===== config.mk =====
export PLATFORM = sky130hd
export DESIGN_NAME = bus_split_flat
export DESIGN_NICKNAME = d
export VERILOG_FILES = /design/src/hdl/soc_pkg.sv /design/src/hdl/native_bus_if.sv /design/src/hdl/bus_split.sv /design/src/flat_wrapper.sv
export SDC_FILE = /design/constraint.sdc
export NUM_CORES = 1
export LEC_CHECK = 0
export BUFFER_PORTS_ARGS = -buffer_cell sky130_fd_sc_hd__buf_2
export CORE_AREA = 2 2 100 102
export DETAILED_ROUTE_END_ITERATION = 6
export DIE_AREA = 0 0 102 104
export HOLD_SLACK_MARGIN = 0.03
export SYNTH_ARGS = -nofsm -noshare
export SYNTH_HDL_FRONTEND = slang
export SYNTH_SLANG_ARGS = --single-unit

===== constraint.sdc =====
create_clock -name clk -period 1.7 [get_ports clk]
set_clock_uncertainty 0.05 [all_clocks]
set_input_delay 0.17 -clock clk [delete_from_list [all_inputs] [get_ports clk]]
set_output_delay 0.17 -clock clk [all_outputs]
set_load 0.01 [all_outputs]

===== src/hdl/soc_pkg.sv =====
package soc_pkg;

   ////////////////////
   // bus widths
   ////////////////////

   localparam int data_w = 32;
   localparam int addr_w = 16;
   localparam int strb_w = data_w / 8;

   // region select, taken from address bit 15
   typedef enum logic {
      region_mem    = 1'b0,
      region_periph = 1'b1
   } region_e;

   // UART register numbers
   typedef enum logic [1:0] {
      reg_txdata = 2'd0,
      reg_status = 2'd1
   } uart_reg_e;

   ////////////////////
   // address word
   ////////////////////

   // memory view: word index and byte offset
   // peripheral view: register number, with the high field unused
   typedef union packed {
      struct packed {
         region_e     region;
         logic [12:0] word;
         logic [1:0]  offset;
      } mem;
      struct packed {
         region_e     region;
         logic [10:0] high;
         uart_reg_e   reg_num;
         logic [1:0]  offset;
      } periph;
   } soc_addr_u;

endpackage


===== src/hdl/native_bus_if.sv =====
`timescale 1ns/1ns

interface native_bus_if;
   import soc_pkg::*;

   // request
   logic              valid;
   soc_addr_u         addr;
   logic [data_w-1:0] wdata;
   logic [strb_w-1:0] wstrb;

   // response, ready is a single-cycle pulse
   logic [data_w-1:0] rdata;
   logic              ready;

   modport master (
      output valid,
      output addr,
      output wdata,
      output wstrb,
      input  rdata,
      input  ready
   );

   modport slave (
      input  valid,
      input  addr,
      input  wdata,
      input  wstrb,
      output rdata,
      output ready
   );

endinterface


===== src/hdl/bus_split.sv =====
`timescale 1ns/1ns

module bus_split (
   input  logic         clk,
   input  logic         arst_n,
   native_bus_if.slave  cpu,
   native_bus_if.master mem_bus,
   native_bus_if.master uart_bus,
   output logic         bus_err
);
   import soc_pkg::*;

   logic sel_periph;
   logic unmapped;
   logic err_ready_q;
   logic err_done_q;
   logic err_q;

   ////////////////////
   // address decode
   ////////////////////

   assign sel_periph = cpu.addr.mem.region == region_periph;

   // only txdata and status exist in the peripheral region
   assign unmapped = sel_periph &&
                     (cpu.addr.periph.high != '0 || cpu.addr.periph.reg_num > reg_status);

   // request fan-out, valid goes to one slave only
   assign mem_bus.valid  = cpu.valid && !sel_periph;
   assign mem_bus.addr   = cpu.addr;
   assign mem_bus.wdata  = cpu.wdata;
   assign mem_bus.wstrb  = cpu.wstrb;

   assign uart_bus.valid = cpu.valid && sel_periph && !unmapped;
   assign uart_bus.addr  = cpu.addr;
   assign uart_bus.wdata = cpu.wdata;
   assign uart_bus.wstrb = cpu.wstrb;

   ////////////////////
   // response mux
   ////////////////////

   always_comb begin
      if (!sel_periph) begin
         cpu.rdata = mem_bus.rdata;
         cpu.ready = mem_bus.ready;
      end else if (unmapped) begin
         cpu.rdata = '0;
         cpu.ready = err_ready_q;
      end else begin
         cpu.rdata = uart_bus.rdata;
         cpu.ready = uart_bus.ready;
      end
   end

   // local answer for unmapped addresses
   always_ff @(posedge clk or negedge arst_n) begin
      if (!arst_n) begin
         err_ready_q <= 1'b0;
         err_done_q  <= 1'b0;
         err_q       <= 1'b0;
      end else begin
         err_ready_q <= cpu.valid && unmapped && !err_ready_q && !err_done_q;
         err_done_q  <= cpu.valid && (err_done_q || err_ready_q);
         // sticky until reset
         if (cpu.valid && unmapped) begin
            err_q <= 1'b1;
         end
      end
   end

   assign bus_err = err_q;

   // the two slaves never answer together
   assert property (@(posedge clk) disable iff (!arst_n)
      !(mem_bus.ready && uart_bus.ready));

endmodule


===== src/flat_wrapper.sv =====
// flat-port wrapper written by rule: the top's interface ports become plain ports
module bus_split_flat import soc_pkg::*;
  (clk, arst_n, bus_err, cpu_valid, cpu_addr, cpu_wdata, cpu_wstrb, cpu_rdata, cpu_ready, mem_bus_valid, mem_bus_addr, mem_bus_wdata, mem_bus_wstrb, mem_bus_rdata, mem_bus_ready, uart_bus_valid, uart_bus_addr, uart_bus_wdata, uart_bus_wstrb, uart_bus_rdata, uart_bus_ready);
  native_bus_if cpu_i ();
  native_bus_if mem_bus_i ();
  native_bus_if uart_bus_i ();
  input  logic clk;
  input  logic arst_n;
  output logic bus_err;
  input wire logic [$bits(cpu_i.valid)-1:0] cpu_valid;
  input wire logic [$bits(cpu_i.addr)-1:0] cpu_addr;
  input wire logic [$bits(cpu_i.wdata)-1:0] cpu_wdata;
  input wire logic [$bits(cpu_i.wstrb)-1:0] cpu_wstrb;
  output wire logic [$bits(cpu_i.rdata)-1:0] cpu_rdata;
  output wire logic [$bits(cpu_i.ready)-1:0] cpu_ready;
  output wire logic [$bits(mem_bus_i.valid)-1:0] mem_bus_valid;
  output wire logic [$bits(mem_bus_i.addr)-1:0] mem_bus_addr;
  output wire logic [$bits(mem_bus_i.wdata)-1:0] mem_bus_wdata;
  output wire logic [$bits(mem_bus_i.wstrb)-1:0] mem_bus_wstrb;
  input wire logic [$bits(mem_bus_i.rdata)-1:0] mem_bus_rdata;
  input wire logic [$bits(mem_bus_i.ready)-1:0] mem_bus_ready;
  output wire logic [$bits(uart_bus_i.valid)-1:0] uart_bus_valid;
  output wire logic [$bits(uart_bus_i.addr)-1:0] uart_bus_addr;
  output wire logic [$bits(uart_bus_i.wdata)-1:0] uart_bus_wdata;
  output wire logic [$bits(uart_bus_i.wstrb)-1:0] uart_bus_wstrb;
  input wire logic [$bits(uart_bus_i.rdata)-1:0] uart_bus_rdata;
  input wire logic [$bits(uart_bus_i.ready)-1:0] uart_bus_ready;
  assign cpu_i.valid = cpu_valid;
  assign cpu_i.addr = cpu_addr;
  assign cpu_i.wdata = cpu_wdata;
  assign cpu_i.wstrb = cpu_wstrb;
  assign cpu_rdata = cpu_i.rdata;
  assign cpu_ready = cpu_i.ready;
  assign mem_bus_valid = mem_bus_i.valid;
  assign mem_bus_addr = mem_bus_i.addr;
  assign mem_bus_wdata = mem_bus_i.wdata;
  assign mem_bus_wstrb = mem_bus_i.wstrb;
  assign mem_bus_i.rdata = mem_bus_rdata;
  assign mem_bus_i.ready = mem_bus_ready;
  assign uart_bus_valid = uart_bus_i.valid;
  assign uart_bus_addr = uart_bus_i.addr;
  assign uart_bus_wdata = uart_bus_i.wdata;
  assign uart_bus_wstrb = uart_bus_i.wstrb;
  assign uart_bus_i.rdata = uart_bus_rdata;
  assign uart_bus_i.ready = uart_bus_ready;
  bus_split u_core (.clk(clk), .arst_n(arst_n), .cpu(cpu_i), .mem_bus(mem_bus_i), .uart_bus(uart_bus_i), .bus_err(bus_err));
endmodule

Word level (Yosys, flattened, before mapping)
Index checks and enable logic that the tools add are counted.

storage, ports and cells
  register bits after elaboration = 3
  output and inout bits = 140

cells by class
  order comparisons = 1
  mux-type cells = 4
  reductions and logical operators = 15

operators with widths
  operator                                                                          count
  32-bit 2-to-1 mux                                                                 2
  11-bit nonzero test                                                               1
  1-bit logical AND                                                                 8
  1-bit zero test                                                                   4
  2-bit by 1-bit greater-than comparator with 1-bit output (second input constant)  1
  1-bit logical OR                                                                  2
  1-bit 2-to-1 mux                                                                  2

Longest topological paths before layout
Gate-level depths: netlist of run 1.

  word-level depth = 6
  depth in mapped cells = 4
  gate-level depth less buffers = 3

Worst setup path before layout of run 1
Ideal clock, no wire load.

  path type = input-to-output
  from = in cpu_addr[13]
  to = out cpu_rdata[17]
  arrival time = 1.055 ns
  slack = 0.425 ns
  stages on the path = 4
  path buffers = 1
  cells stage by stage = nor4_2 nand3_2 buf_6 o22ai_2

between the ends
  word-level cells in the longest chain between the ends = 5

RTL lines
  item                 line                text
  start, declared      flat_wrapper.sv:11  input wire logic [$bits(cpu_i.addr)-1:0] cpu_addr;
  11-bit nonzero test  bus_split.sv:27     (cpu.addr.periph.high != '0 || cpu.addr.periph.reg_num > reg_status);
  1-bit logical OR     bus_split.sv:27
  1-bit logical AND    bus_split.sv:26     assign unmapped = sel_periph &&
  32-bit 2-to-1 mux    bus_split.sv:48     end else if (unmapped) begin
  32-bit 2-to-1 mux    bus_split.sv:45     if (!sel_periph) begin
  end, declared        flat_wrapper.sv:14  output wire logic [$bits(cpu_i.rdata)-1:0] cpu_rdata;

No other way between the ends.

Final worst setup path of run 1
  from = in cpu_addr[13]
  to = out cpu_ready

between the ends
  word-level cells in the longest chain between the ends = 5

RTL lines
  item                 line                text
  11-bit nonzero test  bus_split.sv:27
  1-bit logical OR     bus_split.sv:27
  1-bit logical AND    bus_split.sv:26
  1-bit 2-to-1 mux     bus_split.sv:48
  1-bit 2-to-1 mux     bus_split.sv:45
  end, declared        flat_wrapper.sv:15  output wire logic [$bits(cpu_i.ready)-1:0] cpu_ready;

No other way between the ends.

==> flow_metrics.env, run 1 <==
export IMPL_outcome="finished, final reports clean"
export IMPL_p_seq_share_pct=11.9
export IMPL_first_pass_iters=4
export IMPL_synth_commonest_cells="104 x buf_4, 34 x nand2_1, 32 x inv_1, 29 x o22ai_2"
export IMPL_r2r_end="u_core.err_ready_q"
export IMPL_synth_mux_area_share_pct=0
export IMPL_ys_seq_area_share_pct=4.51
export IMPL_rows=36
export IMPL_yosysTopAreaCellShare_pct=46.9
export IMPL_synth_compound_area_share_pct=24.8
export IMPL_grt_pass1_wl_um=6160
export IMPL_clk_latency_ns=0.21
export IMPL_cp_endpoint="cpu_ready"
export IMPL_dp_final_hpwl_um=3630
export IMPL_end_kind="output pin"
export IMPL_switching_share_pct=35.4
export IMPL_clk_path_buf_depth=2
export IMPL_die_y_um=104
export IMPL_grt_usage_pct=6.98
export IMPL_path_delay_family="buffers and inverters"
export IMPL_totalPowerFinal_mw=0.652
export IMPL_synth_edff_count=0
export IMPL_pwr_share_comb_pct=56.2
export IMPL_hold_ws_ns=0.152
export IMPL_period_needed_ns=1.62
export IMPL_place_ws_ns=0.0249
export IMPL_cts_tree="yes"
export IMPL_criticalPathCategory="input pin to output pin"
export IMPL_synth_seq_cells=3
export IMPL_regToRegStartpoint="u_core.err_ready_q"
export IMPL_synthSimpleGateAreaFrac_pct=12.4
export IMPL_cp_arrival_ns=1.40
export IMPL_rsz0062_at_grt="no"
export IMPL_p_switching_mw=0.231
export IMPL_tns_ns=0
export IMPL_cp_slowest_cell="nor4_2"
export IMPL_hold_path_class="input pin to flop"
export IMPL_yosys_warnings=0
export IMPL_cts_htree_levels=1
export IMPL_clock_power_share_pct=31.9
export IMPL_p_leak_nw=1.07
export IMPL_ys_types=19
export IMPL_syn_inst=229
export IMPL_nets=392
export IMPL_critPathLaunch="cpu_addr[13]"
export IMPL_routed_via_density=3.67
export IMPL_globalplace_congestion=0.721
export IMPL_tightest_slew_ns=0.385
export IMPL_first_iter_violations=37
export IMPL_finalSetupViolCount=0
export IMPL_syn_area_sq_um=1660
export IMPL_synth_top_family_by_area="buffers and inverters"
export IMPL_start_util_pct=17.4
export IMPL_antenna_found_initial=0
export IMPL_syn_nets=350
export IMPL_dieArea_sq_um=10600
export IMPL_max_freq_mhz=616
export IMPL_dr_max_layer_used="met4"
export IMPL_synth_area_leaders="buf_4 47%, o22ai_2 22%, nand2_1 7.7%"
export IMPL_numCtsBuffers=3
export IMPL_hold_depth=2
export IMPL_peakVddDrop_uv=261
export IMPL_p_int_mw=0.422
export IMPL_synthAdderAreaFrac_pct=0
export IMPL_clkTransAtPathRegs_ns=0.03
export IMPL_yosys_area_top_type="buf_4"
export IMPL_synth_main_ff_cell="dfrtp_1"
export IMPL_coreArea_sq_um=9550
export IMPL_grt_pass1_vias=1359
export IMPL_wl_met1_um=1470
export IMPL_drc=0
export IMPL_yosysMostFrequentCell="buf_4"
export IMPL_dr_wl_met3_um=408
export IMPL_critical_path_most_common_cell="buf_2"
export IMPL_crit_cells=6
export IMPL_port_buffers=143
export IMPL_cts_root_buf="clkbuf_8"
export IMPL_r2r_slack_ns=0.89
export IMPL_maxCapViolCount=0
export IMPL_finalWorstSetupSlack_ns=0.0755
export IMPL_async_flop_share_pct=100
export IMPL_avgSynthCellArea_sq_um=7.27
export IMPL_pin_count=261
export IMPL_num_vias=1479
export IMPL_cts_num_sinks=3
export IMPL_rr_worst_depth=1
export IMPL_hold_viol_final=0
export IMPL_slew_viol_final=0
export IMPL_n_antenna_cell=0
export IMPL_die_width_um=102
export IMPL_grt_max_degree=41
export IMPL_path_max_fanout=3
export IMPL_final_area_sq_um=1900
export IMPL_gr_total_overflow=0
export IMPL_syn2layout_area_growth_pct=13.9
export IMPL_synthXorXnorAreaFrac_pct=0
export IMPL_met2_length_um=2280
export IMPL_crit_chain="buf_2 > nor4_2 > buf_4 > a31oi_1 > a311o_1 > buf_2"
export IMPL_startpoint_type="input pin"
export IMPL_required_ns=1.48
export IMPL_critical_path_buf_inv_count=3
export IMPL_relSlewSlack_pct=74.1
export IMPL_slowest_delay_ns=0.41
export IMPL_post_route_period_util_pct=95.6
export IMPL_powerDensity_nw_per_um2=344
export IMPL_wl_per_cell_um=10.8
export IMPL_drive_above_1_share_pct=69.6
export IMPL_antenna_left=0
export IMPL_post_dp_cell_area_sq_um=1800
export IMPL_routed_wl_um=4370
==> state kept, by name (all words and copies together), names as in the netlist <==
name,cells
u_core.bus_err,1
u_core.err_done_q,1
u_core.err_ready_q,1
==> worst min path at each step <==
stage,startpoint,end
after global routing,cpu_valid,u_core.err_done_q
after detailed placement,arst_n,u_core.bus_err
after CTS,cpu_valid,u_core.err_done_q
after global placement,arst_n,u_core.bus_err
after floorplan,arst_n,u_core.bus_err
final,cpu_valid,u_core.err_done_q
==> routing by layer <==
metal	track usage, %	up-vias
li1	-	703
met1	6.62	663
met2	13.6	89
met3	1.01	24
met4	4.19	0
met5	0	-
==> power groups by stage <==
| stage | Combinational [mW] | Clock, mW | Sequential, mW |
|---|---|---|---|
| after floorplan | 0.404 | 0 | 0.0775 |
| after global placement | 0.359 | 0 | 0.0780 |
| after detailed placement | 0.367 | 0 | 0.0783 |
| after CTS | 0.370 | 0.212 | 0.0775 |
| after global routing | 0.400 | 0.221 | 0.0782 |
| final | 0.367 | 0.208 | 0.0774 |
==> layout by cell type, fill, tap and decap left out, drive strengths merged <==
cell type,netlist,layout
o21a,1,1
dfrtp,3,3
inv,32,32
a31oi,1,1
o22ai,32,32
nor2,1,1
a311o,1,1
dlygate4sd3,0,1
nor4,4,4
clkbuf,4,5
nand3,1,1
o21bai,1,1
buf,111,150
and3,1,1
nand2,34,34
nor2b,2,2
==> stage by stage <==
step | util (%) | instances
2_1_floorplan | - | 229
3_3_place_gp | 18.8 | 397
3_5_place_dp | 18.8 | 397
4_1_cts | 19.4 | 402
5_1_grt | 19.9 | 403
6_report | 19.9 | 403
==> area by class of cell <==
cell class / count / area, sq um
fill: 1128 / 7650
timing repair buffer: 152 / 853
multi-input combinational: 79 / 636
tap: 133 / 166
inverter: 32 / 120
sequential: 3 / 75.1
clock buffer: 4 / 45.0
==> kinds of logic (layout without fill, tap and decap cells) <==
kind of cell | count (synthesis) | in the layout
compound gates | 36 | 36
buf+inv | 147 | 188
flops | 3 | 3
simple gates | 43 | 43
==> timing repair <==
action	CTS	global route
buffers inserted	0	0
endpoints found under the hold margin	3	0
hold buffers	1	0
endpoints found under the setup margin	0	3
resized for setup	0	2
Power figures use the tool's default switching activity.
==> run 2: changes to the inputs <==
CORE_AREA = 2 2 101 103   (was 2 2 100 102)
DIE_AREA = 0 0 103 105   (was 0 0 102 104)
RECOVER_POWER = 100   (was default)
clock period = 1.6 ns   (was 1.7 ns; I/O delays follow)
==> flow_metrics.env, run 2 (synthesis gave the netlist of run 1 again) <==
export IMPL_outcome="finished, final reports clean"
export IMPL_postLayoutCoreUtil_pct=20.8
export IMPL_routed_via_density=3.70
export IMPL_die_y_um=105
export IMPL_met3_usage_pct=1.81
export IMPL_required_ns=1.39
export IMPL_finalWorstSetupSlack_ns=0.0557
export IMPL_powerDensity_nw_per_um2=364
export IMPL_nFillCells=1097
export IMPL_min_to="u_core.err_done_q"
export IMPL_antenna_found_initial=0
export IMPL_clk_path_buf_depth=2
export IMPL_layout_commonest_cell="buf_2"
export IMPL_r2r_slack_ns=0.79
export IMPL_clk_latency_ns=0.22
export IMPL_grt_pass1_wl_um=6690
export IMPL_post_cts_buffers=0
export IMPL_hold_viol_final=0
export IMPL_routed_wl_um=5040
export IMPL_hold_depth=2
export IMPL_rr_worst_depth=1
export IMPL_gr_total_overflow=0
export IMPL_use_met2_pct=15.8
export IMPL_die_width_um=103
export IMPL_path_max_fanout=13
export IMPL_relSlewSlack_pct=80.0
export IMPL_layout_common_cells="138 x buf_2, 34 x nand2_1, 32 x inv_1"
export IMPL_post_layout_nonfiller_instances=405
export IMPL_pin_count=261
export IMPL_startpoint_type="input pin"
export IMPL_peakVddDrop_uv=299
export IMPL_placed_cells=398
export IMPL_tns_ns=0
export IMPL_post_dp_cell_area_sq_um=1790
export IMPL_first_iter_violations=38
export IMPL_numCtsBuffers=3
export IMPL_pwr_share_comb_pct=57.2
export IMPL_dp_final_hpwl_um=4020
export IMPL_p_seq_share_pct=11.3
export IMPL_hold_ws_ns=0.124
export IMPL_final_area_sq_um=2010
export IMPL_n_antenna_cell=0
export IMPL_cts_htree_levels=1
export IMPL_r2r_end="u_core.err_ready_q"
export IMPL_hold_start="cpu_valid"
export IMPL_tightest_slew_ns=0.298
export IMPL_max_freq_mhz=648
export IMPL_hold_path_class="input pin to flop"
export IMPL_slew_viol_final=0
export IMPL_port_buffers=143
export IMPL_nets=394
export IMPL_totalPowerFinal_mw=0.730
export IMPL_clkTransAtPathRegs_ns=0.03
export IMPL_p_int_mw=0.462
export IMPL_wl_per_cell_um=12.4
export IMPL_finalSetupViolCount=0
export IMPL_criticalPathCategory="input pin to output pin"
export IMPL_use_met1_pct=6.76
export IMPL_start_util_pct=17.3
export IMPL_antenna_left=0
export IMPL_grt_max_degree=41
export IMPL_p_switching_mw=0.267
export IMPL_period_needed_ns=1.54
export IMPL_drc=0
export IMPL_clock_power_share_pct=31.6
export IMPL_rows=36
export IMPL_cts_tree="yes"
export IMPL_grt_pass1_vias=1445
export IMPL_cts_num_sinks=3
export IMPL_drive_above_1_share_pct=70.2
export IMPL_cts_root_buf="clkbuf_8"
export IMPL_end_kind="output pin"
export IMPL_syn2layout_area_growth_pct=20.6
export IMPL_regToRegStartpoint="u_core.err_ready_q"
export IMPL_first_pass_iters=4
export IMPL_coreArea_sq_um=9640
export IMPL_switching_share_pct=36.6
export IMPL_rsz0062_at_grt="yes"
export IMPL_post_route_period_util_pct=96.5
export IMPL_place_ws_ns=-0.0501
export IMPL_p_leak_nw=1.10
export IMPL_num_vias=1497
export IMPL_top_usage_layer="met2"
export IMPL_globalplace_congestion=0.709
export IMPL_grt_usage_pct=7.69
export IMPL_cp_arrival_ns=1.33
export IMPL_dieArea_sq_um=10800
export IMPL_maxCapViolCount=0
run 2: final cells by class:
type | count | area (sq um) | area share, %
Sequential cell | 3 | 75.1 | 3.74
Multi-Input combinational cell | 79 | 696 | 34.7
Tap cell | 133 | 166 | 8.29
Timing Repair Buffer | 154 | 905 | 45.1
Inverter | 32 | 120 | 5.99
Clock buffer | 4 | 45.0 | 2.24
run 2: power by group through the flow:
stage | logic (mW) | registers [mW] | clock network [mW]
final | 0.417 | 0.0822 | 0.230
after global routing | 0.455 | 0.0829 | 0.244
after CTS | 0.396 | 0.0821 | 0.239
after detailed placement | 0.389 | 0.0830 | 0
after global placement | 0.383 | 0.0828 | 0
after floorplan | 0.430 | 0.0823 | 0
run 2: metal layers:
layer  wire, um  part of all wire (%)
met1       1610                    32
met2       2820                    56
met3        517                    10
met4         99                   2.0
met5          0                     0
run 2: how the worst max path moves through the flow:
stage / start / endpoint / slack (ns)
finish: cpu_addr[9] / cpu_rdata[6] / 0.06
floorplan: cpu_addr[13] / cpu_rdata[17] / 0.34
CTS: cpu_addr[9] / cpu_rdata[28] / 0.004
global placement: cpu_addr[9] / cpu_rdata[12] / -0.04
global route: cpu_addr[9] / cpu_rdata[0] / -0.03
detailed placement: cpu_addr[9] / cpu_rdata[12] / -0.05
run 2: critical path, stage by stage:
cell and delay (ns):
buf_8 0.10, nor4_4 0.27, buf_4 0.17, nand3_4 0.13, buf_6 0.21, o22ai_2 0.12, buf_2 0.15
run 2: timing repair:
action | CTS | global route
endpoints found under the setup margin | 18 | 28
resized for setup | 3 | 15
hold buffers | 1 | 0
endpoints found under the hold margin | 3 | 0
pin swaps | 0 | 4
cloned | 0 | 2
==> run 3: changes to the inputs <==
CORE_AREA = 2 2 100 102   (was 2 2 101 103)
DIE_AREA = 0 0 102 104   (was 0 0 103 105)
clock period = 1.25 ns   (was 1.6 ns; I/O delays follow)
==> flow_metrics.env, run 3 (synthesis gave the netlist of run 1 again) <==
export IMPL_maxCapViolCount=0
export IMPL_pin_count=261
export IMPL_post_dp_cell_area_sq_um=1850
export IMPL_clkTransAtPathRegs_ns=0.03
export IMPL_grt_usage_pct=8.06
export IMPL_antenna_left=0
export IMPL_post_layout_nonfiller_instances=415
export IMPL_hold_path_class="input pin to flop"
export IMPL_peakVddDrop_uv=369
export IMPL_tightest_slew_ns=0.510
export IMPL_port_buffers=143
export IMPL_startpoint_type="input pin"
export IMPL_rsz0062_at_grt="yes"
export IMPL_first_iter_violations=39
export IMPL_coreArea_sq_um=9550
export IMPL_final_area_sq_um=2110
export IMPL_max_freq_mhz=670
export IMPL_numCtsBuffers=3
export IMPL_end_kind="output pin"
export IMPL_globalplace_congestion=0.741
export IMPL_routed_via_density=3.72
export IMPL_grt_max_degree=41
export IMPL_cts_tree="yes"
export IMPL_wl_per_cell_um=11.4
export IMPL_drive_above_1_share_pct=63.1
export IMPL_postLayoutCoreUtil_pct=22.1
export IMPL_drc=0
export IMPL_grt_pass1_vias=1482
export IMPL_period_needed_ns=1.49
export IMPL_dieArea_sq_um=10600
export IMPL_p_leak_nw=1.11
export IMPL_clk_latency_ns=0.22
export IMPL_cts_root_buf="clkbuf_8"
export IMPL_finalSetupViolCount=34
export IMPL_violations="setup timing"
export IMPL_hold_viol_final=0
export IMPL_path_max_fanout=6
export IMPL_grt_pass1_wl_um=6870
export IMPL_required_ns=1.08
export IMPL_cts_num_sinks=3
export IMPL_finalWorstSetupSlack_ns=-0.242
export IMPL_num_vias=1545
export IMPL_antenna_found_initial=0
export IMPL_nets=404
export IMPL_relSlewSlack_pct=66.0
export IMPL_clk_path_buf_depth=2
export IMPL_gr_total_overflow=0
export IMPL_first_pass_iters=4
export IMPL_layout_commonest_cell="buf_2"
export IMPL_post_route_period_util_pct=119
export IMPL_layout_common_cells="109 x buf_2, 34 x nand2_1, 32 x inv_1"
export IMPL_rows=36
export IMPL_die_y_um=104
export IMPL_syn2layout_area_growth_pct=27.1
export IMPL_outcome="finished with violations"
export IMPL_cp_arrival_ns=1.32
export IMPL_slew_viol_final=0
export IMPL_criticalPathCategory="input pin to output pin"
export IMPL_placed_cells=404
export IMPL_dp_final_hpwl_um=3620
export IMPL_powerDensity_nw_per_um2=437
export IMPL_n_antenna_cell=0
export IMPL_cts_htree_levels=1
export IMPL_start_util_pct=17.4
export IMPL_routed_wl_um=4740
export IMPL_die_width_um=102
[run 3: metrics by stage]
stage	setup TNS (ns)	total power [mW]	worst slack (ns)	hold slack, ns
after floorplan	0	0.655	0.0650	-0.221
after global placement	-10.01	0.607	-0.323	-0.124
after detailed placement	-10.08	0.618	-0.336	-0.126
after CTS	-8.73	0.931	-0.290	0.105
after global routing	-8.90	0.989	-0.307	0.115
final	-6.62	0.923	-0.242	0.107
[run 3: cell type report]
class	count	area, sq um
Fill cell	1103	7430
Timing Repair Buffer	164	1010
Multi-Input combinational cell	79	698
Tap cell	133	166
Inverter	32	120
Sequential cell	3	75.1
Clock buffer	4	45.0
[run 3: routing by layer]
| metal | share of wire (%) | up-vias | track usage (%) |
|---|---|---|---|
| met5 | 0 | - | 0 |
| met4 | 5.2 | 0 | 4.95 |
| met3 | 8.0 | 28 | 0.941 |
| met2 | 52 | 90 | 15.1 |
| met1 | 35 | 697 | 8.24 |
| li1 | - | 730 | - |
[run 3: worst max-delay path, cell delays in order]
cell and delay (ns):
buf_2 0.12, nor4_4 0.36, nand3_4 0.15, buf_12 0.18
buf_12 0.14, o22ai_2 0.09, buf_2 0.16
[run 3: timing repair]
| item | CTS | global route |
|---|---|---|
| gates cloned | 4 | 0 |
| endpoints found under the hold margin | 3 | 0 |
| pin swaps | 34 | 1 |
| buffers inserted | 2 | 1 |
| setup endpoints to repair | 34 | 35 |
| hold buffers | 1 | 0 |
| gates resized for setup | 16 | 9 |
[run 3: final timing paths]
check | start | slack, ns | to | depth (start not counted)
min reg2reg | u_core.err_done_q | 0.41 | u_core.err_ready_q | 1
max in group asynchronous | arst_n | 0.80 | u_core.err_done_q | 2
min | cpu_valid | 0.11 | u_core.err_done_q | 2
max reg2reg | u_core.err_ready_q | 0.41 | u_core.err_ready_q | 1
min in group asynchronous | arst_n | 0.20 | u_core.bus_err | 2
max | cpu_addr[3] | -0.24 | cpu_rdata[16] | 7
[run 3: where the power goes]
part | internal [mW] | leakage [nW] | total, mW | switching, mW
logic | 0.269 | 1.05 | 0.531 | 0.262
clock network | 0.218 | 0.0228 | 0.286 | 0.0680
registers | 0.102 | 0.0353 | 0.106 | 0.00413
