$ cat config.mk
export PLATFORM = sky130hd
export DESIGN_NAME = uart_tx_flat
export DESIGN_NICKNAME = d
export VERILOG_FILES = /design/src/hdl/soc_pkg.sv /design/src/hdl/native_bus_if.sv /design/src/hdl/uart_tx.sv /design/src/flat_wrapper.sv
export SDC_FILE = /design/constraint.sdc
export NUM_CORES = 1
export LEC_CHECK = 0
export ABC_AREA = 1
export ABC_CLOCK_PERIOD_IN_PS = 5200
export BUFFER_PORTS_ARGS = -buffer_cell sky130_fd_sc_hd__buf_4
export CORE_MARGIN = 5
export CORE_UTILIZATION = 40
export CTS_BUF_LIST = sky130_fd_sc_hd__clkbuf_8 sky130_fd_sc_hd__clkbuf_16
export DETAILED_ROUTE_END_ITERATION = 6
export PLACE_DENSITY_LB_ADDON = 0.2
export SLEW_MARGIN = 10
export SYNTH_ARGS = -nofsm -noshare
export SYNTH_HDL_FRONTEND = slang
export SYNTH_SLANG_ARGS = --single-unit
$ cat constraint.sdc
create_clock -name clk -period 5.2 [get_ports clk]
set_input_delay 1.04 -clock clk [delete_from_list [all_inputs] [get_ports clk]]
set_output_delay 1.04 -clock clk [all_outputs]
set_load 0.02 [all_outputs]
$ cat src/hdl/soc_pkg.sv
package soc_pkg;

   ////////////////////
   // bus widths
   ////////////////////

   localparam int data_w = 32;
   localparam int addr_w = 16;
   localparam int strb_w = data_w / 8;

   // region select, taken from address bit 15
   typedef enum logic {
      region_mem    = 1'b0,
      region_periph = 1'b1
   } region_e;

   // UART register numbers
   typedef enum logic [1:0] {
      reg_txdata = 2'd0,
      reg_status = 2'd1
   } uart_reg_e;

   ////////////////////
   // address word
   ////////////////////

   // memory view: word index and byte offset
   // peripheral view: register number, with the high field unused
   typedef union packed {
      struct packed {
         region_e     region;
         logic [12:0] word;
         logic [1:0]  offset;
      } mem;
      struct packed {
         region_e     region;
         logic [10:0] high;
         uart_reg_e   reg_num;
         logic [1:0]  offset;
      } periph;
   } soc_addr_u;

endpackage

$ cat src/hdl/native_bus_if.sv
`timescale 1ns/1ns

interface native_bus_if;
   import soc_pkg::*;

   // request
   logic              valid;
   soc_addr_u         addr;
   logic [data_w-1:0] wdata;
   logic [strb_w-1:0] wstrb;

   // response, ready is a single-cycle pulse
   logic [data_w-1:0] rdata;
   logic              ready;

   modport master (
      output valid,
      output addr,
      output wdata,
      output wstrb,
      input  rdata,
      input  ready
   );

   modport slave (
      input  valid,
      input  addr,
      input  wdata,
      input  wstrb,
      output rdata,
      output ready
   );

endinterface

$ cat src/hdl/uart_tx.sv
`timescale 1ns/1ns

module uart_tx #(
   parameter int baud_div = 16
) (
   input  logic        clk,
   input  logic        arst_n,
   native_bus_if.slave bus,
   output logic        txd
);
   import soc_pkg::*;

   localparam int cnt_w = (baud_div > 1) ? $clog2(baud_div) : 1;

   localparam logic [1:0] st_idle  = 2'd0;
   localparam logic [1:0] st_start = 2'd1;
   localparam logic [1:0] st_data  = 2'd2;
   localparam logic [1:0] st_stop  = 2'd3;

   logic [1:0]        state_q;
   logic [cnt_w-1:0]  baud_cnt_q;
   logic [2:0]        bit_cnt_q;
   logic [7:0]        shift_q;
   logic [7:0]        txdata_q;
   logic [data_w-1:0] rdata_q;
   logic              ready_q;
   logic              done_q;
   logic              txd_q;
   logic              accept;
   logic              is_write;
   logic              txdata_sel;
   logic              load;
   logic              bit_end;
   logic              busy;

   ////////////////////
   // register access
   ////////////////////

   assign busy       = state_q != st_idle;
   assign accept     = bus.valid && !ready_q && !done_q;
   assign is_write   = |bus.wstrb;
   assign txdata_sel = bus.addr.periph.reg_num == reg_txdata;
   assign load       = accept && is_write && txdata_sel && !busy;
   assign bit_end    = baud_cnt_q == cnt_w'(baud_div - 1);

   always_ff @(posedge clk or negedge arst_n) begin
      if (!arst_n) begin
         ready_q <= 1'b0;
         done_q  <= 1'b0;
      end else begin
         // txdata write stalls while a frame is on the line
         ready_q <= accept && !(is_write && txdata_sel && busy);
         done_q  <= bus.valid && (done_q || ready_q);
      end
   end

   always_ff @(posedge clk) begin
      if (load) begin
         txdata_q <= bus.wdata[7:0];
         shift_q  <= bus.wdata[7:0];
      end else if (state_q == st_data && bit_end) begin
         shift_q <= {1'b0, shift_q[7:1]};
      end
      if (accept) begin
         case (bus.addr.periph.reg_num)
            reg_txdata: rdata_q <= data_w'(txdata_q);
            reg_status: rdata_q <= data_w'(busy);
            default:    rdata_q <= '0;
         endcase
      end
   end

   assign bus.rdata = rdata_q;
   assign bus.ready = ready_q;

   ////////////////////
   // frame FSM
   ////////////////////

   always_ff @(posedge clk or negedge arst_n) begin
      if (!arst_n) begin
         state_q    <= st_idle;
         baud_cnt_q <= '0;
         bit_cnt_q  <= '0;
         txd_q      <= 1'b1;
      end else begin
         if (state_q == st_idle || bit_end) begin
            baud_cnt_q <= '0;
         end else begin
            baud_cnt_q <= baud_cnt_q + 1'b1;
         end
         case (state_q)
            st_idle: begin
               if (load) begin
                  state_q <= st_start;
                  txd_q   <= 1'b0;
               end
            end
            st_start: begin
               if (bit_end) begin
                  state_q   <= st_data;
                  bit_cnt_q <= '0;
                  txd_q     <= shift_q[0];
               end
            end
            st_data: begin
               if (bit_end) begin
                  // lsb first, last bit goes to stop
                  if (bit_cnt_q == 3'd7) begin
                     state_q <= st_stop;
                     txd_q   <= 1'b1;
                  end else begin
                     bit_cnt_q <= bit_cnt_q + 1'b1;
                     txd_q     <= shift_q[1];
                  end
               end
            end
            default: begin
               if (bit_end) begin
                  state_q <= st_idle;
               end
            end
         endcase
      end
   end

   assign txd = txd_q;

   // line rests high between frames
   assert property (@(posedge clk) disable iff (!arst_n)
      (state_q == st_idle) |-> txd_q);

endmodule

$ cat src/flat_wrapper.sv
// flat-port wrapper written by rule: the top's interface ports become plain ports
module uart_tx_flat import soc_pkg::*;
#(
   parameter int baud_div = 16
)
  (clk, arst_n, txd, bus_valid, bus_addr, bus_wdata, bus_wstrb, bus_rdata, bus_ready);
  native_bus_if bus_i ();
  input  logic clk;
  input  logic arst_n;
  output logic txd;
  input wire logic [$bits(bus_i.valid)-1:0] bus_valid;
  input wire logic [$bits(bus_i.addr)-1:0] bus_addr;
  input wire logic [$bits(bus_i.wdata)-1:0] bus_wdata;
  input wire logic [$bits(bus_i.wstrb)-1:0] bus_wstrb;
  output wire logic [$bits(bus_i.rdata)-1:0] bus_rdata;
  output wire logic [$bits(bus_i.ready)-1:0] bus_ready;
  assign bus_i.valid = bus_valid;
  assign bus_i.addr = bus_addr;
  assign bus_i.wdata = bus_wdata;
  assign bus_i.wstrb = bus_wstrb;
  assign bus_rdata = bus_i.rdata;
  assign bus_ready = bus_i.ready;
  uart_tx #(.baud_div(baud_div)) u_core (.clk(clk), .arst_n(arst_n), .bus(bus_i), .txd(txd));
endmodule
== After elaboration in Yosys (flattened, before gate mapping) ==
Cells that the tools add are included.

* Mux-type cells: 19
* Reductions and logical operators: 27
* $add $sub $neg: 2
* Equality and inequality tests: 10

{| class="wikitable"
|+ Operators by type and width
! kind !! number
|-
| two-way mux 8 bit || 2
|-
| one-hot mux 8 bit (2 select lines) || 1
|-
| logical AND 1 bit || 10
|-
| two-way mux 2 bit || 5
|-
| two-way mux 3 bit || 3
|-
| AND reduction 4 bit || 2
|-
| nonzero test 2 bit || 4
|-
| inequality test 2 x 1 -> 1 bit (second input constant) || 3
|-
| one-hot mux 2 bit (3 select lines) || 1
|-
| one-hot mux 3 bit (2 select lines) || 1
|-
| AND reduction 5 bit || 1
|-
| adder 4 x 1 -> 4 bit (second input constant) || 1
|-
| equality test 2 x 1 -> 1 bit (second input constant) || 2
|-
| equality test 4 bit (second input constant) || 1
|-
| logical NOT 1 bit || 4
|-
| logical NOT 2 bit || 2
|-
| two-way mux 1 bit || 4
|-
| two-way mux 4 bit || 1
|-
| inequality test 2 bit (second input constant) || 2
|-
| OR reduction 4 bit || 1
|-
| adder 3 x 1 -> 3 bit (second input constant) || 1
|-
| equality test 3 bit (second input constant) || 1
|-
| one-hot mux 1 bit (3 select lines) || 1
|-
| nonzero test 3 bit || 1
|-
| other kinds (2) || 3
|}

* Output and inout bits: 34
* Word-level logic and storage cells: 67
* Input bits: 55
* Register bits after elaboration: 60

== Logic depth before layout (Yosys ltp) ==
Gate-level depths: netlist of run 1.

* Word-level depth: 8
* Mapped depth: 9
* Mapped depth without buffers: 9

== Worst setup path after synthesis of run 1 ==
OpenSTA, ideal clock, no wires.

* Path kind: input-to-reg
* Start: in bus_valid
* End: reg u_core.shift_q[0] (enable)
* Data arrival time: 1.876 ns
* Buffers on the path: 0
* Stages: 4
* Path slack: 2.940 ns
* Data required time: 4.816 ns
* Setup time: 0.384 ns
* Path through: nand2_1 -> nor2_4 -> nand4_4 -> o21ai_0

* Longest elaborated chain between the ends: 6

{| class="wikitable"
|+ RTL lines
! what !! line !! RTL
|-
| from (decl) || flat_wrapper.sv:11 || <nowiki>input wire logic [$bits(bus_i.valid)-1:0] bus_valid;</nowiki>
|-
| logical AND 1 bit (2 in series) || uart_tx.sv:41 || <nowiki>assign accept = bus.valid && !ready_q && !done_q;</nowiki>
|-
| net u_core.accept || uart_tx.sv:29 || <nowiki>logic accept;</nowiki>
|-
| logical AND 1 bit (3 in series) || uart_tx.sv:44 || <nowiki>assign load = accept && is_write && txdata_sel && !busy;</nowiki>
|-
| nonzero test 2 bit (no source line) || -- ||
|-
| to (signal assigned) || uart_tx.sv:61 || <nowiki>shift_q <= bus.wdata[7:0];</nowiki>
|-
| to (signal assigned) || uart_tx.sv:63 || <nowiki>shift_q <= {1'b0, shift_q[7:1]};</nowiki>
|-
| to (decl) || uart_tx.sv:23 || <nowiki>logic [7:0] shift_q;</nowiki>
|}

The timed path passes the listed nets, and every way through them passes these cells.
A chain may end at the register's enable or synchronous reset.

== Final worst setup path of run 1 ==
* Start: in bus_valid
* End: reg u_core.shift_q[4] (enable)

The elaborated chain is that of the path after synthesis.

==> metrics.csv, run 1 <==
stage,metric,value,unit
detailed_routing,drt drc,0,
cts,worst-skew pair later-pin latency,0.29,ns
worst_setup_path,Reg-to-Reg End,u_core.shift_q[4]$_DFFE_PP_,
floorplan,core area,4350,µm²
worst_setup_path,WP data required,5.11,ns
detailed_routing,vias per cell,4.36,
finish,register area,1020,µm²
detailed_routing,final wirelength,2950,µm
min_path,hold crit path type,flop to flop,
floorplan,initial core utilization,41.5,%
synth,Synth area leaders,"edfxtp_1 (40%), dfrtp_1 (15%), buf_4 (10%), nand2_1 (8.7%), ha_1 (4.9%)",
synth,synth warn,0,
finish,Area Growth Syn to Fin,15.4,%
sta,Worst-Margin Slew,1.01,ns
cts,Longest Clk Path Bufs,2,
cts,Post-CTS Setup Repair Bufs,0,
cts,buffer type at the clock tree root,clkbuf_8,
worst_setup_path,crit path max-delay cell type,o21ai_0,
finish,Final Instance Area,2080,µm²
worst_setup_path,Reg2Reg Setup Slack,3.09,ns
placement,DP Wirelength,2350,µm
grt,total track usage,10.7,%
sta,final number of setup-violating endpoints,0,
cts,CTS HTree Levels,2,
min_path,worst hold start,u_core.baud_cnt_q[0]$_DFF_PN0_,
worst_setup_path,reg2reg start,u_core.state_q[0]$_DFFE_PN0P_,
floorplan,die area,5960,µm²
sta,highest clock rate,444,MHz
synth,Yosys reg bits,36,
synth,sequential area share after synthesis,56.6,%
sta,Final Hold Slack,0.462,ns
worst_setup_path,WP data arrival,2.16,ns
min_path,worst hold path depth,1,
synth,library cells used by synthesis,27,
power,Cell Pwr Density,411,nW/µm²
cts,CTS buffer count,5,
placement,Routability Congestion,0.755,
sta,final hold violation count,0,
synth,Cells after Synth,173,
floorplan,Die H,77.2,µm
worst_setup_path,critical path type,primary input to flop,
status,status,"finished, final reports clean",
sta,count of pins over their slew limit,0,
placement,Place WS,2.62,ns
sta,Clock Skew,0.00708,ns
detailed_routing,DRT antenna net count,0,
flow_run,max_cap viols,0,
grt,first-pass GRT wire length,4990,µm
grt,pin count of the biggest net entering global routing,16,
grt,grt ovf,0,
worst_setup_path,"Buf+Inv Stages, Crit Path",1,
power,Leakage,0.987,nW
floorplan,Die Wd,77.2,µm
synth,dominant cell type by area after synthesis,edfxtp_1,
worst_setup_path,Critical Path Start Type,primary input,
finish,share of cells above drive strength 1,23.3,%
cts,CTS resizes,0,
sta,Tmin final,2.25,ns
cts,CTS Hold Buffers Added,0,
detailed_routing,drt initial violations,68,
sta,Max-slew headroom,31.6,%
detailed_routing,DRT Pass-1 Iters,4,
worst_setup_path,crit path max fanout,11,
grt,vias in the first global route,1099,
synth,Syn Std Cell Area,1810,µm²
sta,Fin Setup TNS,0,ns
finish,nets,267,
cts,# clock sinks,36,
placement,placed insts,250,
min_path,WHS Endpoint,u_core.baud_cnt_q[0]$_DFF_PN0_,
cts,CTS tree,yes,
worst_setup_path,Crit. End Element,flop,
finish,area of the multi-input gates,613,µm²
finish,final std cells w/o fill,258,
detailed_routing,post-DR wirelength/cell,11.4,µm
sta,final worst setup slack,2.95,ns
placement,Port Buffer Count,26,
synth,syn_area_per_cell,10.4,µm²
finish,utilization after layout,47.8,%
detailed_routing,total number of vias,1126,
power,Pwr Total,0.857,mW
power,Worst IR Drop VDD,0.144,mV
sta,unrepaired setup endpoints after global routing,false,
placement,dpl cell area,1970,µm²
synth,Yosys top cell area share,39.9,%
grt,initial antenna violation count,0,
floorplan,IO Pins,89,
cts,Worst-path clk slew,0.07,ns
worst_setup_path,"slowest stage delay, CP",0.45,ns
worst_setup_path,Reg2Reg Depth,4,
worst_setup_path,cells along the critical path,"buf_4, nand2_1, nor2_4, nand4_4, o21ai_0",
finish,# fillers,408,
sta,crit share post-route,43.3,%
finish,antenna cells,0,
worst_setup_path,"CP delay by family, top",simple AND/OR/NAND/NOR gates,
floorplan,Cell Rows,24,
-- routing by layer --
metal  share of wire (%)  routed length, µm  GRT usage, %
met1                  40               1170          11.6
met3                 8.5                252          4.22
met4                 2.6                 77          6.19
met2                  49               1450          17.5
met5                   0                  0             0
-- flip-flops by register name (all words and copies together) (netlist names) --
register,count
u_core.baud_cnt_q,4
u_core.bit_cnt_q,3
u_core.bus.rdata,8
u_core.bus.ready,1
u_core.done_q,1
u_core.shift_q,8
u_core.state_q,2
u_core.txd,1
u_core.txdata_q,8
-- cell usage in the layout, fill, tap and decap left out --
cell type,netlist,final
inv_2,2,2
xor2_1,1,1
nand4_4,1,1
nand4_1,3,3
nand2_1,42,42
a21oi_1,1,1
dfrtp_1,11,11
a21boi_0,1,1
o21a_1,1,1
o21ai_0,5,5
nand3_1,4,4
buf_4,24,26
nor2_4,2,2
inv_1,17,17
bufinv_16,0,1
nand2_2,2,2
nand3_4,1,1
nor2_2,1,1
conb_1,1,24
nand2_4,2,2
dfstp_2,1,1
edfxtp_1,24,24
clkbuf_8,0,5
o41ai_1,1,1
nor2_1,15,15
ha_1,7,7
clkinvlp_4,0,1
a211oi_1,1,1
clkinv_2,1,2
nand3_2,1,1
-- final cells by class --
cell class	count	area share, %
Clock buffer	5	3.30
Timing Repair Buffer	26	9.37
Tap cell	52	3.12
Sequential cell	36	49.1
Inverter	20	3.66
Clock inverter	3	2.04
Multi-Input combinational cell	116	29.4
-- worst max-delay path by stage --
stage / end / slack (ns) / from / cells past startpoint
6_report: u_core.shift_q[4]$_DFFE_PP_ / 2.95 / bus_valid / 5
5_1_grt: u_core.shift_q[0]$_DFFE_PP_ / 2.87 / bus_valid / 5
4_1_cts: u_core.shift_q[6]$_DFFE_PP_ / 2.92 / bus_valid / 5
3_5_place_dp: u_core.shift_q[7]$_SDFFCE_PN0P_ / 2.62 / bus_valid / 5
3_3_place_gp: u_core.shift_q[6]$_DFFE_PP_ / 2.66 / bus_valid / 5
2_1_floorplan: u_core.shift_q[0]$_DFFE_PP_ / 2.94 / bus_valid / 4
-- cell families after synthesis --
kind of cell    count (synthesis)  synth area share [%]
flops                          36                  56.6
xor+xnor                        1                 0.485
buf+inv                        44                  14.2
fa+ha+maj                       7                  4.85
other cells                     1                 0.208
simple gates                   74                  20.2
compound gates                 10                  3.40
-- cell usage after synthesis --
master / count
xor2_1: 1
nor2_1: 15
nand4_4: 1
a21boi_0: 1
nand2_1: 42
a21oi_1: 1
edfxtp_1: 24
nor2_4: 2
o21ai_0: 5
clkinv_2: 1
o41ai_1: 1
nand2_2: 2
nor2_2: 1
a211oi_1: 1
inv_2: 2
nand3_4: 1
buf_4: 24
nand3_1: 4
o21a_1: 1
nand3_2: 1
nand2_4: 2
conb_1: 1
ha_1: 7
inv_1: 17
dfrtp_1: 11
dfstp_2: 1
nand4_1: 3
-- report_power, final --
part	switching, mW	internal, mW	total, mW	leakage [nW]
clock	0.101	0.142	0.242	0.0541
combinational	0.159	0.0844	0.243	0.554
sequential	0.0252	0.346	0.371	0.378
No activity file was read; power rests on OpenSTA's default activity.
==> run 2, diff against run 1 <==
- ABC_AREA: 1 -> 0
- ABC_CLOCK_PERIOD_IN_PS: 5200 -> 2100
- clock period: 5.2 -> 2.1 ns (I/O delays scaled with it)
==> run 2 against run 1 <==
  * Largest power group unchanged
  * Synthesized cell count fell by 18%
  * Hold slack lost 0.14 ns
  * Clock-buffer cell count unchanged
  * Clock power increased by 87%
==> metrics.csv, run 2 <==
stage,metric,value,unit
min_path,worst hold path depth,1,
grt,pin count of the biggest net entering global routing,13,
grt,initial antenna violation count,0,
worst_setup_path,reg2reg start,u_core.bus.ready$_DFF_PN0_,
detailed_routing,final wirelength,3040,µm
worst_setup_path,Critical Path Start Type,flop,
synth,Synth Area in Compound Gates,8.78,%
cts,Longest Clk Path Bufs,2,
worst_setup_path,Crit. End Element,flop,
synth,Yosys top cell area share,40.1,%
cts,buffer type at the clock tree root,clkbuf_8,
synth,main combinational cell family by area after synthesis,buffers and inverters,
cts,CTS HTree Levels,2,
synth,adder-cell area share of the yosys netlist,4.88,%
flow_run,max_cap viols,0,
worst_setup_path,WP data arrival,1.89,ns
placement,Port Buffer Count,26,
detailed_routing,drt initial violations,50,
finish,nets,238,
synth,Syn Std Cell Area,1800,µm²
sta,Fin Setup TNS,0,ns
synth,Async SR Flop Fraction,33.3,%
detailed_routing,vias per cell,4.88,
floorplan,Die H,77.0,µm
floorplan,die area,5930,µm²
finish,"commonest non-fill, non-tap cell in the layout",buf_4,
finish,share of cells above drive strength 1,27.7,%
synth,library cells used by synthesis,37,
synth,Cells after Synth,141,
finish,Area Growth Syn to Fin,15.7,%
synth,number of flops mapped to enable cells by yosys,24,
min_path,hold crit path type,primary input to flop,
finish,utilization after layout,47.7,%
grt,grt ovf,0,
synth,syn_area_per_cell,12.7,µm²
synth,"top cells by count, synth","buf_4 (24), edfxtp_1 (24), dfrtp_1 (11), and2_1 (8), mux2_2 (8)",
finish,final std cells w/o fill,229,
sta,crit share post-route,92.7,%
cts,Worst-path clk slew,0.07,ns
worst_setup_path,WP data required,2.05,ns
worst_setup_path,crit path max fanout,10,
power,switching share of power,30.8,%
worst_setup_path,worst setup path end,u_core.shift_q[0]$_DFFE_PP_,
synth,Yosys reg bits,36,
sta,final number of setup-violating endpoints,0,
cts,worst-skew pair later-pin latency,0.28,ns
synth,dominant cell type by area after synthesis,edfxtp_1,
power,Worst IR Drop VDD,0.400,mV
placement,DP Wirelength,2370,µm
synth,sequential area share after synthesis,56.9,%
power,Psw,0.570,mW
detailed_routing,DRT Pass-1 Iters,4,
power,Sequential Power Share,48.8,%
cts,CTS tree,yes,
placement,Routability Congestion,0.719,
floorplan,initial core utilization,41.2,%
floorplan,Die Wd,77.0,µm
floorplan,IO Pins,89,
placement,placed insts,220,
synth,Simple-Gate Fraction of Synth Area,10.6,%
synth,post-synthesis mux area share,6.20,%
sta,highest clock rate,514,MHz
sta,unrepaired setup endpoints after global routing,false,
worst_setup_path,Reg2Reg Setup Slack,0.15,ns
power,Clk pwr share,24.4,%
power,Internal Dissipation,1.28,mW
synth,Synth area leaders,"edfxtp_1 (40%), dfrtp_1 (15%), buf_4 (10%), mux2_2 (5.0%), ha_1 (4.9%)",
finish,antenna cells,0,
worst_setup_path,critical path type,flop to flop,
cts,CTS Hold Buffers Added,1,
detailed_routing,DRT antenna net count,0,
cts,CTS buffer count,5,
worst_setup_path,Reg2Reg Depth,4,
sta,Clock Skew,0.00359,ns
worst_setup_path,Worst Setup SP,u_core.bus.ready$_DFF_PN0_,
synth,Synth Area in XOR/XNOR,0.488,%
sta,final hold violation count,0,
finish,most frequent cells in the layout,"buf_4 (30), conb_1 (24), edfxtp_1 (24), dfrtp_1 (11)",
detailed_routing,total number of vias,1118,
grt,first-pass GRT wire length,4960,µm
grt,total track usage,10.5,%
floorplan,Cell Rows,24,
sta,count of pins over their slew limit,0,
power,Cell Pwr Density,892,nW/µm²
power,Leakage,0.923,nW
synth,synth warn,0,
floorplan,core area,4350,µm²
detailed_routing,drt drc,0,
cts,Post-CTS Setup Repair Bufs,0,
power,power share of the combinational group,26.8,%
synth,top_reg_cell synth,edfxtp_1,
grt,vias in the first global route,1083,
cts,# clock sinks,36,
cts,CTS resizes,0,
worst_setup_path,Reg-to-Reg End,u_core.shift_q[0]$_DFFE_PP_,
sta,Tmin final,1.95,ns
status,status,"finished, final reports clean",
detailed_routing,post-DR wirelength/cell,13.3,µm
-- run 2: power groups by stage --
stage               clock network, mW  registers [mW]  logic [mW]
floorplan                           0           0.945       0.332
global placement                    0           0.914       0.488
detailed placement                  0           0.920       0.494
CTS                             0.475           0.905       0.498
global route                    0.509           0.913       0.549
finish                          0.453           0.905       0.496
-- run 2: worst max-delay path, stage by stage, from the launching register on --
cell and delay [ns]:
dfrtp_1 0.39, or3b_4 0.42, inv_1 0.10, nand4b_2 0.30, nand2_1 0.40
-- run 2: worst min-delay path by stage --
stage | startpoint | to | slack [ns]
floorplan | arst_n | u_core.baud_cnt_q[0]$_DFF_PN0_ | 0.12
global placement | arst_n | u_core.baud_cnt_q[3]$_DFF_PN0_ | 0.27
detailed placement | arst_n | u_core.baud_cnt_q[3]$_DFF_PN0_ | 0.27
CTS | bus_wdata[6] | u_core.txdata_q[6]$_DFFE_PP_ | 0.31
global route | bus_wdata[4] | u_core.txdata_q[4]$_DFFE_PP_ | 0.30
finish | bus_wdata[6] | u_core.txdata_q[6]$_DFFE_PP_ | 0.32
-- run 2: area by class of cell --
class,instances,area (µm²)
fill,397,2280
tap,52,65.1
timing repair buffer,31,235
clock buffer,5,68.8
sequential,36,1020
clock inverter,3,15.0
multi-input combinational,95,646
inverter,7,26.3
-- run 2: routing by layer --
layer,GRT usage (%),vias to the layer above,share of wire [%]
met5,0,-,0
met4,4.64,0,1.1
met3,4.57,4,10
met2,15.1,54,44
met1,13.7,532,44
li1,-,528,-
-- run 2: cells by family (layout without fill, tap and decap cells) --
| group | count (synthesis) | in the layout |
|---|---|---|
| buffers and inverters | 33 | 46 |
| adders and majority gates | 7 | 7 |
| muxes | 10 | 10 |
| DFF | 36 | 36 |
| AOI/OAI and AO/OA | 22 | 22 |
| other | 1 | 24 |
| xor gates and xnor gates | 1 | 1 |
| and+or+nand+nor | 31 | 31 |
-- run 2: through the flow --
step                hold WS [ns]  cell area, µm²  worst slack, ns  power [mW]
floorplan                  0.124            1880           0.0876        1.28
global placement           0.267            1980           0.0496        1.40
detailed placement         0.271            1980           0.0142        1.41
CTS                        0.311            2080            0.103        1.88
global route               0.303            2080           0.0219        1.97
finish                     0.323            2080            0.153        1.85
==> run 3, diff against run 2 <==
- CTS_BUF_LIST: sky130_fd_sc_hd__clkbuf_8 sky130_fd_sc_hd__clkbuf_16 -> sky130_fd_sc_hd__clkbuf_4 sky130_fd_sc_hd__clkbuf_8 sky130_fd_sc_hd__clkbuf_16
- RECOVER_POWER: unset -> 25
- TNS_END_PERCENT: unset -> 100
==> run 3 against run 2 <==
  * Worst setup slack gained 0.0039 ns
  * Critical endpoint unchanged
  * Via count unchanged
  * Core utilization fell by 0.43 points
  * Highest routed layer unchanged
  * Largest power group unchanged
  * Sequential share of layout area rose by 0.45 points
==> metrics.csv, run 3 (synthesis results as in run 2) <==
stage,metric,value,unit
status,status,"finished, final reports clean",
worst_setup_path,"slowest stage delay, CP",0.42,ns
finish,Area Growth Syn to Fin,14.7,%
power,Worst IR Drop VDD,0.394,mV
sta,Clock Skew,0.00309,ns
detailed_routing,DRT Pass-1 Iters,4,
power,Leakage,0.900,nW
finish,# fillers,395,
worst_setup_path,WP data required,2.05,ns
power,power share of the combinational group,26.3,%
floorplan,core area,4350,µm²
detailed_routing,vias per cell,4.88,
power,Clk pwr share,25.2,%
grt,total track usage,10.5,%
worst_setup_path,cells along the critical path,"or3b_4, inv_1, nand4b_2, nand2_1",
finish,antenna cells,0,
cts,# clock sinks,36,
cts,Worst-path clk slew,0.07,ns
worst_setup_path,Critical Path Start Type,flop,
sta,final number of setup-violating endpoints,0,
placement,dpl cell area,1980,µm²
cts,buffer type at the clock tree root,clkbuf_8,
sta,final hold violation count,0,
detailed_routing,drt drc,0,
power,Internal Dissipation,1.30,mW
sta,highest clock rate,515,MHz
finish,Final Instance Area,2060,µm²
power,Cell Pwr Density,905,nW/µm²
placement,placed insts,220,
placement,DP Wirelength,2370,µm
grt,first-pass GRT wire length,4970,µm
cts,worst-skew pair later-pin latency,0.28,ns
placement,Port Buffer Count,26,
floorplan,Die Wd,77.0,µm
flow_run,max_cap viols,0,
worst_setup_path,crit path max fanout,10,
min_path,hold crit path type,primary input to flop,
grt,vias in the first global route,1084,
floorplan,Die H,77.0,µm
sta,count of pins over their slew limit,0,
floorplan,die area,5930,µm²
grt,initial antenna violation count,0,
sta,Tmin final,1.94,ns
sta,Fin Setup TNS,0,ns
cts,CTS resizes,0,
cts,CTS HTree Levels,2,
cts,Longest Clk Path Bufs,2,
power,switching share of power,30.5,%
sta,Max-slew headroom,57.4,%
worst_setup_path,critical path type,flop to flop,
grt,pin count of the biggest net entering global routing,13,
detailed_routing,drt initial violations,62,
detailed_routing,DRT antenna net count,0,
power,Pwr Total,1.86,mW
floorplan,initial core utilization,41.2,%
cts,CTS buffer count,5,
placement,Routability Congestion,0.719,
floorplan,Cell Rows,24,
detailed_routing,final wirelength,3040,µm
worst_setup_path,Crit. End Element,flop,
cts,CTS Hold Buffers Added,1,
finish,most frequent cells in the layout,"conb_1 (24), edfxtp_1 (24), buf_4 (21), dfrtp_1 (11)",
worst_setup_path,WP data arrival,1.89,ns
finish,nets,238,
worst_setup_path,crit path max-delay cell type,or3b_4,
detailed_routing,total number of vias,1118,
finish,share of cells above drive strength 1,24.9,%
cts,CTS tree,yes,
cts,Post-CTS Setup Repair Bufs,0,
power,Psw,0.568,mW
sta,Worst-Margin Slew,0.639,ns
detailed_routing,post-DR wirelength/cell,13.3,µm
grt,grt ovf,0,
finish,final std cells w/o fill,229,
sta,unrepaired setup endpoints after global routing,false,
floorplan,IO Pins,89,
sta,crit share post-route,92.5,%
power,Sequential Power Share,48.6,%
## run 3: cell types whose count changed in the layout (fill, tap and decap cells not counted), sizes merged
cell / change
clkbuf: +10
buf: -9
inv: -1
## run 3: final timing paths
check / start / slack, ns / depth (start not counted) / endpoint
setup / recovery: u_core.bus.ready$_DFF_PN0_ / 0.16 / 4 / u_core.shift_q[0]$_DFFE_PP_
hold / removal: bus_wdata[6] / 0.35 / 1 / u_core.txdata_q[6]$_DFFE_PP_
setup reg to reg: u_core.bus.ready$_DFF_PN0_ / 0.16 / 4 / u_core.shift_q[0]$_DFFE_PP_
hold reg to reg: u_core.done_q$_DFF_PN0_ / 0.49 / 1 / u_core.done_q$_DFF_PN0_
max in group asynchronous: arst_n / 1.02 / 2 / u_core.bit_cnt_q[1]$_DFFE_PN0P_
min in group asynchronous: arst_n / 0.67 / 2 / u_core.baud_cnt_q[3]$_DFF_PN0_
## run 3: area by class of cell
type,count,area [µm²],area share [%]
clock buffer,6,76.3,3.71
clock inverter,2,11.3,0.547
multi-input combinational,95,646,31.3
timing repair buffer,31,213,10.3
inverter,7,26.3,1.28
sequential,36,1020,49.6
tap,52,65.1,3.16
## run 3: critical path: cells and delay by family (launching register included)
kind                   cells  cell delay (ns)
buffers and inverters      1             0.10
flip-flops                 1             0.39
AND/OR/NAND/NOR            3             1.12
## run 3: routing by layer
metal  wire [µm]  global-route usage, %
met1        1360                   13.8
met2        1340                   15.1
met4          34                   4.64
met5           0                      0
met3         301                   4.57
## run 3: stage by stage
stage	worst slack (ns)	hold WS, ns	util (%)
detailed placement	0.0142	0.271	45.6
finish	0.157	0.347	47.3
global route	0.0219	0.328	47.3
global placement	0.0496	0.267	45.6
CTS	0.103	0.311	47.8
floorplan	0.0876	0.124	-
## run 3: power by group through the flow
stage / clock network, mW / registers [mW] / logic, mW
after floorplan: 0 / 0.945 / 0.332
after global placement: 0 / 0.914 / 0.488
after detailed placement: 0 / 0.920 / 0.494
after CTS: 0.492 / 0.905 / 0.497
after global routing: 0.528 / 0.913 / 0.544
final: 0.469 / 0.905 / 0.490
